[src/rom_pkg.sv]
// rom slot package
`default_nettype none

package rom_pkg;

    // slot count and address widths
    localparam int num_slots = 3;
    localparam int slot_aw   = 12;
    localparam int sdram_aw  = 22;
    localparam int slot_dw   = 16;
    localparam int sdram_dw  = 32;

    // client side, addresses count 16-bit words
    typedef logic [slot_aw-1:0] slot_addr_t;
    typedef logic [slot_dw-1:0] slot_data_t;

    // sdram side, one read returns two 16-bit words
    typedef logic [sdram_aw-1:0] sdram_addr_t;
    typedef logic [sdram_dw-1:0] sdram_data_t;

    // one-hot grant, bit 0 has the highest priority
    typedef logic [num_slots-1:0] slot_sel_t;

    // each slot reads its own disjoint sdram region
    localparam sdram_addr_t slot_offset [num_slots] = '{
        22'h000000,
        22'h100000,
        22'h200000
    };

    // slot FSM
    // st_fill is the cycle in which a fetched word is handed to the client
    typedef enum logic [1:0] {
        st_idle,
        st_wait,
        st_fill
    } slot_state_t;

    // arbiter FSM
    typedef enum logic {
        arb_idle,
        arb_busy
    } arb_state_t;

endpackage

`default_nettype wire
[src/rom_slot_if.sv]
// slot to arbiter link
`default_nettype none
`timescale 1ns/1ps

interface rom_slot_if import rom_pkg::*; ();

    // fetch request, held with addr until rdy
    logic        req;
    // even-aligned sdram word address
    sdram_addr_t addr;

    // high while the arbiter serves this slot
    logic        sel;
    // shared read data, valid on rdy
    sdram_data_t rdata;
    // one-cycle strobe, only for the selected slot
    logic        rdy;

    modport slot (
        output req,
        output addr,
        input  sel,
        input  rdata,
        input  rdy
    );

    modport arbiter (
        input  req,
        input  addr,
        output sel,
        output rdata,
        output rdy
    );

endinterface

`default_nettype wire

[src/rom_slots.sv]
// rom slots top level
`default_nettype none
`timescale 1ns/1ps

module rom_slots import rom_pkg::*; (
    input  logic        clk,
    input  logic        rst,

    // client ports, one entry per slot
    input  logic        slot_cs   [num_slots],
    input  slot_addr_t  slot_addr [num_slots],
    output slot_data_t  slot_dout [num_slots],
    output logic        slot_ok   [num_slots],

    // sdram controller
    output logic        sdram_req,
    output sdram_addr_t sdram_addr,
    input  logic        sdram_ack,
    input  logic        data_rdy,
    input  sdram_data_t data_read
);

    rom_slot_if slot_bus [num_slots] ();

    // slot 0 sits closest to the arbiter priority
    for (genvar i = 0; i < num_slots; i++) begin : g_slot
        rom_slot #(
            .slot_offset_v ( slot_offset[i] )
        ) u_slot (
            .clk  ( clk          ),
            .rst  ( rst          ),
            .cs   ( slot_cs[i]   ),
            .addr ( slot_addr[i] ),
            .dout ( slot_dout[i] ),
            .ok   ( slot_ok[i]   ),
            .bus  ( slot_bus[i]  )
        );
    end

    rom_arbiter u_arbiter (
        .clk        ( clk        ),
        .rst        ( rst        ),
        .slots      ( slot_bus   ),
        .sdram_req  ( sdram_req  ),
        .sdram_addr ( sdram_addr ),
        .sdram_ack  ( sdram_ack  ),
        .data_rdy   ( data_rdy   ),
        .data_read  ( data_read  )
    );

endmodule

`default_nettype wire

[src/rom_arbiter.sv]
// fixed-priority sdram arbiter
`default_nettype none
`timescale 1ns/1ps

module rom_arbiter import rom_pkg::*; (
    input  logic          clk,
    input  logic          rst,
    rom_slot_if.arbiter   slots [num_slots],
    output logic          sdram_req,
    output sdram_addr_t   sdram_addr,
    input  logic          sdram_ack,
    input  logic          data_rdy,
    input  sdram_data_t   data_read
);

    arb_state_t  arb_state;
    slot_sel_t   sel;

    slot_sel_t   req_vec;
    sdram_addr_t addr_vec [num_slots];

    slot_sel_t   active;
    slot_sel_t   grant;
    sdram_addr_t grant_addr;
    logic        grant_pt;

    // flatten the slot links so they can be indexed
    for (genvar i = 0; i < num_slots; i++) begin : g_link
        assign req_vec[i]     = slots[i].req;
        assign addr_vec[i]    = slots[i].addr;
        assign slots[i].sel   = sel[i];
        assign slots[i].rdata = data_read;
        assign slots[i].rdy   = data_rdy && sel[i];
    end

    // new grant when idle or as the current read completes
    assign grant_pt = (arb_state == arb_idle) || data_rdy;

    // the slot being completed still shows req this cycle
    assign active = req_vec & ~sel;

    // lowest set bit wins
    assign grant = active & (~active + 1'b1);

    always_comb begin
        grant_addr = '0;
        for (int i = 0; i < num_slots; i++) begin
            if (grant[i]) begin
                grant_addr = addr_vec[i];
            end
        end
    end

    always_ff @(posedge clk or posedge rst) begin
        if (rst) begin
            arb_state <= arb_idle;
            sel       <= '0;
            sdram_req <= 1'b0;
        end else begin
            if (sdram_ack) begin
                sdram_req <= 1'b0;
            end
            if (grant_pt) begin
                sel       <= grant;
                sdram_req <= |grant;
                arb_state <= (|grant) ? arb_busy : arb_idle;
            end
        end
    end

    // address only loads with a new grant
    always_ff @(posedge clk) begin
        if (grant_pt && |grant) begin
            sdram_addr <= grant_addr;
        end
    end

    // at most one slot is selected and it still requests
    a_sel_onehot: assert property (
        @(posedge clk) disable iff (rst)
        $onehot0(sel) && ((sel & ~req_vec) == '0)
    ) else $error("select register not one-hot or slot not requesting");

    // controller may latch the address any time before ack
    a_addr_stable: assert property (
        @(posedge clk) disable iff (rst)
        (sdram_req && !sdram_ack) |=> $stable(sdram_addr)
    ) else $error("sdram_addr moved before ack");

endmodule

`default_nettype wire

[src/rom_slot.sv]
// rom slot with one-line cache
`default_nettype none
`timescale 1ns/1ps

module rom_slot import rom_pkg::*; #(
    parameter sdram_addr_t slot_offset_v = '0
) (
    input  logic        clk,
    input  logic        rst,
    input  logic        cs,
    input  slot_addr_t  addr,
    output slot_data_t  dout,
    output logic        ok,
    rom_slot_if.slot    bus
);

    slot_state_t state;

    // cache line whose tag drops the word select bit
    logic                 valid;
    logic [slot_aw-1:1]   tag;
    sdram_data_t          line;

    // address of the fetch in flight
    slot_addr_t           pend_addr;
    sdram_addr_t          fetch_addr;
    logic                 fetch_req;

    logic hit;
    logic lookup;
    logic miss_start;
    logic fill;

    assign hit        = valid && (tag == addr[slot_aw-1:1]);
    // st_fill looks up like st_idle since the line is already written
    assign lookup     = (state != st_wait);
    assign miss_start = lookup && cs && !hit;
    assign fill       = (state == st_wait) && bus.rdy;

    assign bus.req  = fetch_req;
    assign bus.addr = fetch_addr;

    // control
    always_ff @(posedge clk or posedge rst) begin
        if (rst) begin
            state     <= st_idle;
            ok        <= 1'b0;
            fetch_req <= 1'b0;
            valid     <= 1'b0;
        end else begin
            case (state)
                st_idle, st_fill: begin
                    ok <= cs && hit;
                    if (miss_start) begin
                        state     <= st_wait;
                        fetch_req <= 1'b1;
                    end else begin
                        state <= st_idle;
                    end
                end
                st_wait: begin
                    if (bus.rdy) begin
                        state     <= st_fill;
                        fetch_req <= 1'b0;
                        valid     <= 1'b1;
                        // client may have given up while waiting
                        ok        <= cs;
                    end
                end
                default: begin
                    state <= st_idle;
                end
            endcase
        end
    end

    // cache line and read data
    always_ff @(posedge clk) begin
        if (lookup && cs && hit) begin
            dout <= addr[0] ? line[31:16] : line[15:0];
        end
        if (miss_start) begin
            pend_addr  <= addr;
            // sdram reads are 32 bits wide so the word select is cleared
            fetch_addr <= slot_offset_v + sdram_addr_t'({addr[slot_aw-1:1], 1'b0});
        end
        if (fill) begin
            line <= bus.rdata;
            tag  <= pend_addr[slot_aw-1:1];
            dout <= pend_addr[0] ? bus.rdata[31:16] : bus.rdata[15:0];
        end
    end

    // arbiter only strobes the selected slot while it waits
    a_rdy_needs_sel: assert property (
        @(posedge clk) disable iff (rst)
        bus.rdy |-> (bus.sel && state == st_wait)
    ) else $error("rdy seen without sel or outside a fetch");

    // client must hold its address until ok
    a_addr_held: assert property (
        @(posedge clk) disable iff (rst)
        (state == st_wait) |-> (addr == pend_addr)
    ) else $error("address changed during fetch");

endmodule

`default_nettype wire

[config.mk]
export PLATFORM = sky130hd
export DESIGN_NAME = rom_slots
export DESIGN_NICKNAME = d
export VERILOG_FILES = /design/src/rom_pkg.sv /design/src/rom_slot_if.sv /design/src/rom_slots.sv /design/src/rom_arbiter.sv /design/src/rom_slot.sv
export SDC_FILE = /design/constraint.sdc
export NUM_CORES = 1
export LEC_CHECK = 0
export BUFFER_PORTS_ARGS = -buffer_cell sky130_fd_sc_hd__clkbuf_2
export CAP_MARGIN = 30
export CORE_MARGIN = 5
export CORE_UTILIZATION = 60
export DETAILED_ROUTE_END_ITERATION = 6
export PLACE_DENSITY = 0.83
export RECOVER_POWER = 25
export SYNTH_ARGS = -nofsm -noshare
export SYNTH_HDL_FRONTEND = slang
export SYNTH_SLANG_ARGS = --single-unit
[constraint.sdc]
create_clock -name clk -period 5.75 [get_ports clk]
set_input_delay 0.575 -clock clk [delete_from_list [all_inputs] [get_ports clk]]
set_output_delay 0.575 -clock clk [all_outputs]
set_load 0.05 [all_outputs]
==> metrics.csv, run 1 <==
metric;value;unit
worstSetupEndpointType;register;
cts_setup_buffers;0;
hpwl;14.4;mm
final_layout_size_suffix_gt1_share;18.4;%
cts_sinks;246;
cts-root-buf;clkbuf_16;
cts_max_path_buffers;3;
ir_drop;0.380;mV
fin_nets;840;
start_util;60.8;%
grt_pass1_wl;34.1;mm
final_common_cell;edfxtp_1;
io-pin-count;149;
die_width;139;um
stdcell_area;0.0116;mm^2
first_pass_iters;6;
setup-violations-final;0;
dieHeight;139;um
setup_tns;0;ns
status;finished clean;
drtAntennaViolNets;0;
ys_ff_latch;246;
die_area;0.0194;mm^2
synth_top_area_share;67.8;%
hold_viol_final;0;
max-slew-margin-rel;33.6;%
fin_crit_sh;46.6;%
maxCapViolations;0;
cts_made_buffers;24;
antenna_found_initial;0;
floorplan.rows;47;
synth_edf_count;226;
critPathArrivalTime;2.80;ns
yosysWarningCount;0;
grt_max_degree;76;
drc_errors;0;
n_antenna_cell;0;
synth_area;0.0100;mm^2
synth-main-ff-cell;edfxtp_1;
vias_per_cell;5.92;
place.gp.congestion;0.826;
cts_hold_buf;0;
grt_pass1_vias;6035;
async_reset_ff_share;8.13;%
p_leak;0.00417;uW
first_iter_violations;492;
area_delta_synth_final;15.5;%
cts_tree;built;
tightest_slew;0.994;ns
nFillCells;1073;
report.final.slew_viol_count;0;
p_per_area;473;mW/mm^2
required;5.87;ns
crit_path_start_kind;register;
io_buffers;139;
clkLatencyLatePin;0.51;ns
cts_repair_resize_count;0;
finalClockSkew;0.0166;ns
syn_inst;626;
core;0.0165;mm^2
critPathKind;register to register;
crit_path_max_fanout;16;
yosysTopAreaCell;edfxtp_1;
vias;5936;
dpl_cell_area;0.0109;mm^2
worstHoldPathType;input pin to async pin;
postSynthAreaPerCell;16.0;um^2
grt-ovfl-total;0;
grt_setup_unrepaired;false;
layout_common_cells;edfxtp_1 (226), clkbuf_2 (74), clkbuf_1 (68);
grt_usage;22.5;%
cts_max_level;1;
synth-seq-area-share;72.8;%
power;5470;uW
synth.distinct_cells;40;
period_needed;2.68;ns
clkTransAtPathRegs;0.06;ns
synthTopCellsByArea;edfxtp_1 (68%), mux2i_1 (5.3%), dfrtp_1 (5.0%);
max_freq;374;MHz
wire_per_inst;22.2;um
drt-total-wl;22.3;mm
registers in the layout, indices dropped and copies added (netlist names), 2 cells and up:
register and count:
u_arbiter.sel 3, g_slot.u_slot.tag 33, g_slot.u_slot.line 96, g_slot.u_slot.state 6, g_slot.u_slot.dout 48, g_slot.u_slot.bus.req 3
g_slot.u_slot.ok 3, g_slot.u_slot.bus.addr 2, g_slot.u_slot.valid 3, g_slot.u_slot.pend_addr 34, u_arbiter.sdram_addr 13
worst paths after layout:
check / start / end / slack (ns) / cells after the start
max in group asynchronous: rst / g_slot[1].u_slot.valid / 5.02 / 2
worst max register to register: g_slot[2].u_slot.tag[9] / g_slot[2].u_slot.dout[13] / 3.07 / 4
min in group clk: slot_addr[18] / g_slot[1].u_slot.pend_addr[6] / 0.29 / 1
worst min register to register: g_slot[1].u_slot.pend_addr[4] / g_slot[1].u_slot.tag[4] / 0.46 / 0
worst max-delay path: g_slot[2].u_slot.tag[9] / g_slot[2].u_slot.dout[13] / 3.07 / 4
worst min-delay path: rst / g_slot[2].u_slot.ok / 0.21 / 2
synthesized netlist by cell type (all sizes together) (10+ instances only):
cell type and number:
nor2 10, clkbuf 10, nor2b 52, xor2 14
edfxtp 226, buf 32, nand2b 11, a21oi 55
dfrtp 20, a21o 11, a22o 11, mux2i 53
a211oi 48, xnor2 19, inv 10
worst max-delay path, stage by stage (launching register included):
cell and delay (ns):
edfxtp_1 0.40, xor2_1 0.16, nor4_1 0.45, nand4_1 0.38, o31ai_4 0.90
final cells by class:
class | instances | area, um^2 | area share, %
flip-flops and latches | 246 | 7290 | 63.1
clock buffers | 32 | 692 | 5.99
multi-input cells | 336 | 2470 | 21.4
well taps | 220 | 275 | 2.38
inverters | 10 | 37.5 | 0.325
repair buffers | 147 | 734 | 6.36
clock inverters | 12 | 61.3 | 0.531
per-layer routing:
metal	vias to the layer above	global-route usage (%)	wire, um
met5	-	0	0
met4	0	6.08	462
met3	35	4.48	1650
met2	264	38.4	11300
met1	2978	29.8	8860
li1	2659	-	-
cells by family (layout without fill, tap and decap cells):
group / count (synthesis) / in the layout / share of synthesized area [%]
AOI/OAI and AO/OA: 140 / 140 / 9.90
xor gates and xnor gates: 33 / 33 / 2.89
buffers and inverters: 52 / 201 / 2.95
DFF: 246 / 246 / 72.8
muxes: 57 / 57 / 5.75
other: 1 / 9 / 0.0375
and+or+nand+nor: 97 / 97 / 5.64
stage by stage:
step / util, % / std cells / setup slack [ns] / hold slack [ns]
after floorplan: - / 634 / 2.85 / 0.427
after global placement: 65.6 / 955 / 2.95 / 0.430
after detailed placement: 65.9 / 958 / 2.86 / 0.432
after CTS: 70.5 / 1002 / 3.04 / 0.217
after global routing: 70.2 / 1003 / 2.93 / 0.243
final: 70.2 / 1003 / 3.07 / 0.209
power breakdown:
| part | switching (uW) | total [uW] | leakage [uW] | internal [uW] |
|---|---|---|---|---|
| registers | 156 | 2580 | 0.00231 | 2430 |
| logic | 1020 | 1410 | 0.00149 | 391 |
| clock network | 635 | 1480 | 0.000373 | 844 |
No activity file was read; power rests on OpenSTA's default activity.
==> run 2, diff against run 1 <==
--- a/config.mk
+++ b/config.mk
@@ -8,9 +8,9 @@
 export BUFFER_PORTS_ARGS = -buffer_cell sky130_fd_sc_hd__clkbuf_2
 export CAP_MARGIN = 30
 export CORE_MARGIN = 5
-export CORE_UTILIZATION = 60
+export CORE_UTILIZATION = 51
 export DETAILED_ROUTE_END_ITERATION = 6
-export PLACE_DENSITY = 0.83
+export PLACE_DENSITY = 0.75
 export RECOVER_POWER = 25
 export SYNTH_ARGS = -nofsm -noshare
 export SYNTH_HDL_FRONTEND = slang
==> constraint.sdc (replaced) <==
create_clock -name clk -period 2.4 [get_ports clk]
set_input_delay 0.24 -clock clk [delete_from_list [all_inputs] [get_ports clk]]
set_output_delay 0.24 -clock clk [all_outputs]
set_load 0.05 [all_outputs]
==> run 2 against run 1 <==
Compared with the run above: highest routed layer unchanged; final area up 5.6%; global-route usage decreased by 2.3 points; largest power group unchanged; register-to-register slack got worse by 3.0 ns; the run now ends with capacitance limit, slew limit left; setup slack worse by 3.0 ns; largest cell class unchanged; clock power grew 150%.
==> metrics.csv, run 2 (synthesis results as in run 1) <==
metric;value;unit;change
worstSetupEndpointType;register;;
grt_usage;20.1;%;-2.3 points
violations;capacitance limit, slew limit;;
cts_made_buffers;25;;+4.2%
final_common_cell;edfxtp_1;;
report.final.slew_viol_count;52;;+52
crit_path_max_fanout;16;;unchanged
drc_errors;0;;unchanged
register_area;0.00729;mm^2;unchanged
dieHeight;150;um;+7.9%
place.gp.congestion;0.841;;+1.9%
grt-ovfl-total;0;;unchanged
floorplan.rows;51;;+8.5%
swShare;32.3;%;-0.74 points
status;finished, violations left;;
tightest_slew;1.68;ns;+0.682 ns
required;2.58;ns;-3.29 ns
core;0.0194;mm^2;+18%
vias_per_cell;5.40;;-8.8%
critPathKind;input pin to register;;
finalHoldWorstSlack;0.0362;ns;-0.173 ns
drtAntennaViolNets;0;;unchanged
switchingPower;4310;uW;+140%
io-pin-count;149;;unchanged
worstHoldPathType;input pin to register;;
antenna_found_initial;0;;unchanged
start_util;51.6;%;-9.2 points
first_pass_iters;5;;-1
internal-power;9040;uW;+150%
crit_path_start_kind;input pin;;
die_area;0.0225;mm^2;+16%
fin_nets;905;;+7.7%
maxCapViolations;2;;+2
wire_per_inst;20.2;um;-8.9%
worstReg2RegStart;g_slot[2].u_slot.tag[9];;
cts_max_path_buffers;3;;unchanged
cts_max_level;1;;unchanged
dpl_cell_area;0.0111;mm^2;+1.8%
stdcell_area;0.0122;mm^2;+5.6%
clockPowerShare;27.3;%;+0.3 points
combPwrFrac;26.8;%;+1.1 points
clkTransAtPathRegs;0.06;ns;about the same
period_needed;2.32;ns;
finalClockSkew;0.0180;ns;+0.00139 ns
cts_sinks;246;;unchanged
cts_setup_buffers;0;;unchanged
cts_repair_resize_count;0;;unchanged
p_per_area;1090;mW/mm^2;+130%
first_iter_violations;331;;-33%
largest_registers;g_slot.u_slot.line x96, g_slot.u_slot.dout x48, g_slot.u_slot.pend_addr x34;;
critPathArrivalTime;2.50;ns;-0.30 ns
cts-root-buf;clkbuf_16;;
grt_max_degree;45;;-41%
hold_start;slot_cs[0];;
setup-violations-final;0;;unchanged
layout_common_cells;edfxtp_1 (226), clkbuf_2 (77), clkbuf_1 (72);;
hold_viol_final;0;;unchanged
grt_pass1_vias;6381;;+5.7%
grt_setup_unrepaired;false;;
die_width;150;um;+7.9%
seq_power_share;45.9;%;-1.3 points
grt_pass1_wl;35.1;mm;+2.9%
io_buffers;139;;unchanged
max-slew-margin-rel;-11.7;%;-45 points
largest_reg_flops;96;;unchanged
setup_tns;0;ns;unchanged
vias;6001;;+1.1%
ir_drop;1.16;mV;+200%
hpwl;14.6;mm;+1.5%
p_leak;0.00444;uW;+6.6%
max_freq;431;MHz;
fin_crit_sh;96.7;%;
clkLatencyLatePin;0.51;ns;about the same
cts_tree;built;;
startpoint;slot_addr[9];;
final_layout_size_suffix_gt1_share;18.5;%;+0.15 points
multi_input_area;0.00247;mm^2;unchanged
nFillCells;1450;;+35%
top_register;g_slot.u_slot.line;;
n_antenna_cell;0;;unchanged
area_delta_synth_final;21.9;%;
drt-total-wl;22.5;mm;+0.95%
-- run 2: cell count changes in the layout (fill, tap and decap cells not counted), moves of 3 or more --
cell	delta
clkbuf_2	+3
clkinv_2	-5
buf_12	+3
clkbuf_1	+4
clkbuf_8	-3
buf_16	-3
buf_4	+18
dlygate4sd3_1	+46
-- run 2: per-stage QoR --
stage	utilization [%]	power [uW]	setup WS, ns	cells
CTS	63.3	13500	0.0888	1112
global placement	57.0	9580	0.220	1022
finish	62.9	13300	0.0789	1112
floorplan	-	8650	0.0237	634
global route	62.9	13900	0.0178	1112
detailed placement	57.0	9740	0.122	1022
-- run 2: critical path, stage by stage --
cell	delay, ns
dlygate4sd3_1	0.54
clkbuf_1	0.13
xor2_1	0.16
nor4_1	0.46
nand4_1	0.38
o31ai_4	0.26
buf_4	0.30
-- run 2: repair_timing --
action	in CTS	in global routing
hold buffers	46	0
hold endpoints to repair	84	0
setup endpoints to repair	0	0
-- run 2: final cells by class --
cell class                      count  area share (%)
Sequential cell                   246            59.7
Clock inverter                      8           0.698
Inverter                           10           0.308
Multi-Input combinational cell    336            20.2
Tap cell                          265            2.72
Timing Repair Buffer              211            10.7
Clock buffer                       36            5.55
-- run 2: power by group through the flow --
stage | combinational [uW] | clock, uW | sequential, uW
after floorplan | 1640 | 0 | 7010
after detailed placement | 3530 | 0 | 6200
final | 3570 | 3650 | 6130
after global routing | 3810 | 3920 | 6200
after global placement | 3410 | 0 | 6170
after CTS | 3610 | 3730 | 6130
-- run 2: worst paths after layout --
path	end	slack, ns	cells past startpoint
worst max-delay path	g_slot[2].u_slot.dout[5]	0.08	7
worst min-delay path	g_slot[2].u_slot.ok	0.04	3
worst max register to register	g_slot[2].u_slot.dout[5]	0.10	5
worst min register to register	g_slot[2].u_slot.tag[2]	0.45	0
max in group asynchronous	g_slot[1].u_slot.bus.req	1.52	3
min in group asynchronous	g_slot[2].u_slot.state[0]	0.40	3
-- run 2: routing by layer --
| layer | up-vias | GRT usage, % | routed length, um | part of all wire [%] |
|---|---|---|---|---|
| li1 | 2789 | - | - | - |
| met1 | 2964 | 26.2 | 8980 | 40 |
| met2 | 215 | 35.9 | 11700 | 52 |
| met3 | 33 | 3.39 | 1460 | 6.5 |
| met4 | 0 | 4.07 | 333 | 1.5 |
| met5 | - | 0 | 0 | 0 |
==> run 3, diff against run 2 <==
--- a/config.mk
+++ b/config.mk
@@ -5,6 +5,7 @@
 export SDC_FILE = /design/constraint.sdc
 export NUM_CORES = 1
 export LEC_CHECK = 0
+export ABC_AREA = 1
 export BUFFER_PORTS_ARGS = -buffer_cell sky130_fd_sc_hd__clkbuf_2
 export CAP_MARGIN = 30
 export CORE_MARGIN = 5
==> run 3 against run 2 <==
Compared with the run above: the run now ends clean; synthesized cell count up 37%; routed wire length grew 8.8%; worst hold slack better by 0.051 ns; first-iteration DRC count rose by 50%; largest cell class unchanged; highest routed layer is now met5.
==> metrics.csv, run 3 <==
metric;value;unit;change
wl_met3;2.08;mm;+43%
synth_top_area_share;67.0;%;-0.79 points
grt_pass1_wl;37.6;mm;+7.1%
top_register;g_slot.u_slot.line;;
cts_repair_resize_count;0;;unchanged
yosysTopAreaCell;edfxtp_1;;
crit_chain;dlygate4sd3_1 -> clkbuf_1 -> inv_1 -> nand2_1 -> nand2_1 -> inv_1 -> nand3_1 -> nor2_1 -> nand2_1 -> o21ai_2 -> buf_4;;
synth_commonest_cells;nand2_1 (238), edfxtp_1 (226), inv_1 (93);;
cts_setup_buffers;0;;unchanged
cp_top_family;buffers and inverters;;
cts_sinks;246;;unchanged
vias;7091;;+18%
crit_path_max_fanout;16;;unchanged
drtAntennaViolNets;0;;unchanged
cts_hold_buf;57;;+24%
cp_common_cell;nand2_1;;
maxCapViolations;0;;-2
synth-seq-area-share;72.0;%;-0.85 points
post-route-util;63.5;%;+0.59 points
hold_viol_final;0;;unchanged
core;0.0195;mm^2;+0.66%
final_layout_size_suffix_gt1_share;15.0;%;-3.5 points
p_per_area;1070;mW/mm^2;-2.5%
drc_errors;0;;unchanged
io-pin-count;149;;unchanged
floorplan.rows;51;;unchanged
clockPowerShare;27.7;%;+0.4 points
switchingPower;4480;uW;+4.1%
p_leak;0.00499;uW;+12%
cp_num_buf_inv;5;;+2
start_util;51.8;%;+0.27 points
cts_tree;built;;
dp_slack;0.651;ns;+0.528 ns
timing.final.ws_setup;0.487;ns;+0.408 ns
report.final.slew_viol_count;0;;-100%
synth_area;0.0101;mm^2;+1.2%
wire_per_inst;18.1;um;-11%
n_antenna_cell;0;;unchanged
internal-power;8740;uW;-3.3%
area_delta_synth_final;22.4;%;
grt_max_degree;46;;+2.2%
slowest_delay;0.53;ns;about the same
period_needed;1.91;ns;-0.408 ns
hpwl;15.5;mm;+6.1%
synth_edf_count;226;;unchanged
vias_per_cell;5.24;;-2.8%
critPathArrivalTime;2.09;ns;-0.41 ns
seq_power_share;45.8;%;about the same
async_reset_ff_share;8.13;%;unchanged
required;2.58;ns;about the same
swShare;33.9;%;+1.6 points
max-slew-margin-rel;25.4;%;+37 points
layout_common_cells;nand2_1 (238), edfxtp_1 (226), inv_1 (93);;
synth_most_common_cell;nand2_1;;
first_iter_violations;498;;+50%
routed-wl-met2;11.8;mm;+0.60%
cp_slowest_cell;dlygate4sd3_1;;
postSynthAreaPerCell;11.8;um^2;-26%
clkTransAtPathRegs;0.06;ns;about the same
setup_tns;0;ns;unchanged
final_common_cell;nand2_1;;
ir_drop;0.855;mV;-26%
die_width;151;um;+0.55%
cts-root-buf;clkbuf_16;;
fin_crit_sh;79.7;%;-17 points
worstHoldPathType;input pin to register;;
synth.distinct_cells;24;;-40%
cts_max_path_buffers;3;;unchanged
cts_made_buffers;25;;unchanged
grt_setup_unrepaired;false;;
setup-violations-final;0;;unchanged
top_layer;met5;;
synth-main-ff-cell;edfxtp_1;;
largest_reg_flops;96;;unchanged
antenna_found_initial;1;;+1
yosysWarningCount;0;;unchanged
synthTopCellsByArea;edfxtp_1 (67%), nand2_1 (8.8%), dfrtp_1 (4.9%);;
max_freq;523;MHz;+21%
status;finished clean;;
ys_ff_latch;246;;unchanged
drt-met1-wl;9.83;mm;+9.4%
drt-total-wl;24.5;mm;+8.8%
die_area;0.0228;mm^2;+1.1%
cts_max_level;1;;unchanged
grt-ovfl-total;0;;unchanged
critPathKind;input pin to register;;
grt_pass1_vias;7044;;+10%
finalClockSkew;0.00915;ns;-0.00882 ns
grt_usage;21.5;%;+1.3 points
clkLatencyLatePin;0.51;ns;about the same
io_buffers;139;;unchanged
place.gp.congestion;0.857;;+1.8%
dieHeight;151;um;+0.55%
fin_nets;1144;;+26%
combPwrFrac;26.5;%;-0.3 points
worstSetupEndpointType;register;;
largest_registers;g_slot.u_slot.line x96, g_slot.u_slot.dout x48, g_slot.u_slot.pend_addr x34;;
syn_inst;857;;+37%
crit_path_start_kind;input pin;;
tightest_slew;1.12;ns;-0.556 ns
first_pass_iters;5;;unchanged
==> run 3: cell count changes after synthesis, moves of 19 or more <==
cell / delta
nand3_1: +19
mux2i_1: -53
inv_1: +84
a21oi_1: -49
a31oi_1: +48
nor2_1: +68
nand2_1: +229
nor2b_1: -52
==> run 3: cell type report <==
class | instances | area (um^2)
Timing Repair Buffer | 219 | 1380
Fill cell | 1495 | 7130
Clock buffer | 33 | 686
Sequential cell | 246 | 7290
Multi-Input combinational cell | 475 | 2240
Inverter | 102 | 383
Tap cell | 265 | 332
Clock inverter | 12 | 88.8
==> run 3: power groups by stage <==
| stage | Combinational (uW) | Sequential (uW) | Clock [uW] |
|---|---|---|---|
| after detailed placement | 3440 | 6130 | 0 |
| after global placement | 3380 | 6110 | 0 |
| final | 3500 | 6060 | 3660 |
| after floorplan | 1640 | 6890 | 0 |
| after CTS | 3530 | 6050 | 3710 |
| after global routing | 3790 | 6130 | 3940 |
==> run 3: path summary, 6_finish.rpt <==
| path | from | end | slack, ns | cells after the start |
|---|---|---|---|---|
| max in group asynchronous | rst | g_slot[1].u_slot.state[0] | 1.49 | 3 |
| worst max register to register | g_slot[0].u_slot.tag[10] | g_slot[0].u_slot.dout[1] | 0.55 | 8 |
| worst min register to register | g_slot[2].u_slot.pend_addr[4] | g_slot[2].u_slot.tag[4] | 0.45 | 0 |
| worst min-delay path | slot_cs[0] | g_slot[2].u_slot.ok | 0.09 | 5 |
| min in group asynchronous | rst | g_slot[0].u_slot.bus.req | 0.41 | 3 |
| worst max-delay path | slot_addr[34] | g_slot[0].u_slot.dout[1] | 0.49 | 11 |
==> run 3: routing by layer <==
metal  track usage (%)  vias up
met4              7.48        2
met3              3.74       53
met1              28.6     3363
met5                 0        -
li1                  -     3343
met2              35.8      330
==> run 3: worst reg2reg max path, cell delays in order (launching register included) <==
cell and delay [ns]:
edfxtp_1 0.41, nand2_1 0.10, nand2_1 0.05, inv_1 0.06, nand3_1 0.12, nor2_1 0.17
nand2_1 0.13, o21ai_2 0.17, buf_4 0.31
==> run 3: cells by family (layout without fill, tap and decap cells) <==
| group | Yosys count | in the layout | share of synthesized area (%) |
|---|---|---|---|
| buffers and inverters | 144 | 366 | 6.39 |
| XOR/XNOR | 5 | 5 | 0.433 |
| AND/OR/NAND/NOR | 349 | 349 | 13.7 |
| flip-flops | 246 | 246 | 72.0 |
| multiplexers | 1 | 1 | 0.111 |
| AO/OA/AOI/OAI | 111 | 111 | 7.38 |
| other | 1 | 9 | 0.0370 |
==> run 3: stage by stage <==
| stage | total power [uW] | instances | hold slack [ns] | area [um^2] |
|---|---|---|---|---|
| after global placement | 9490 | 1250 | 0.408 | 11100 |
| after detailed placement | 9560 | 1250 | 0.416 | 11100 |
| after CTS | 13300 | 1352 | 0.00152 | 12500 |
| final | 13200 | 1352 | 0.0873 | 12400 |
| after global routing | 13900 | 1352 | 0.0807 | 12400 |
| after floorplan | 8530 | 865 | 0.204 | 10200 |
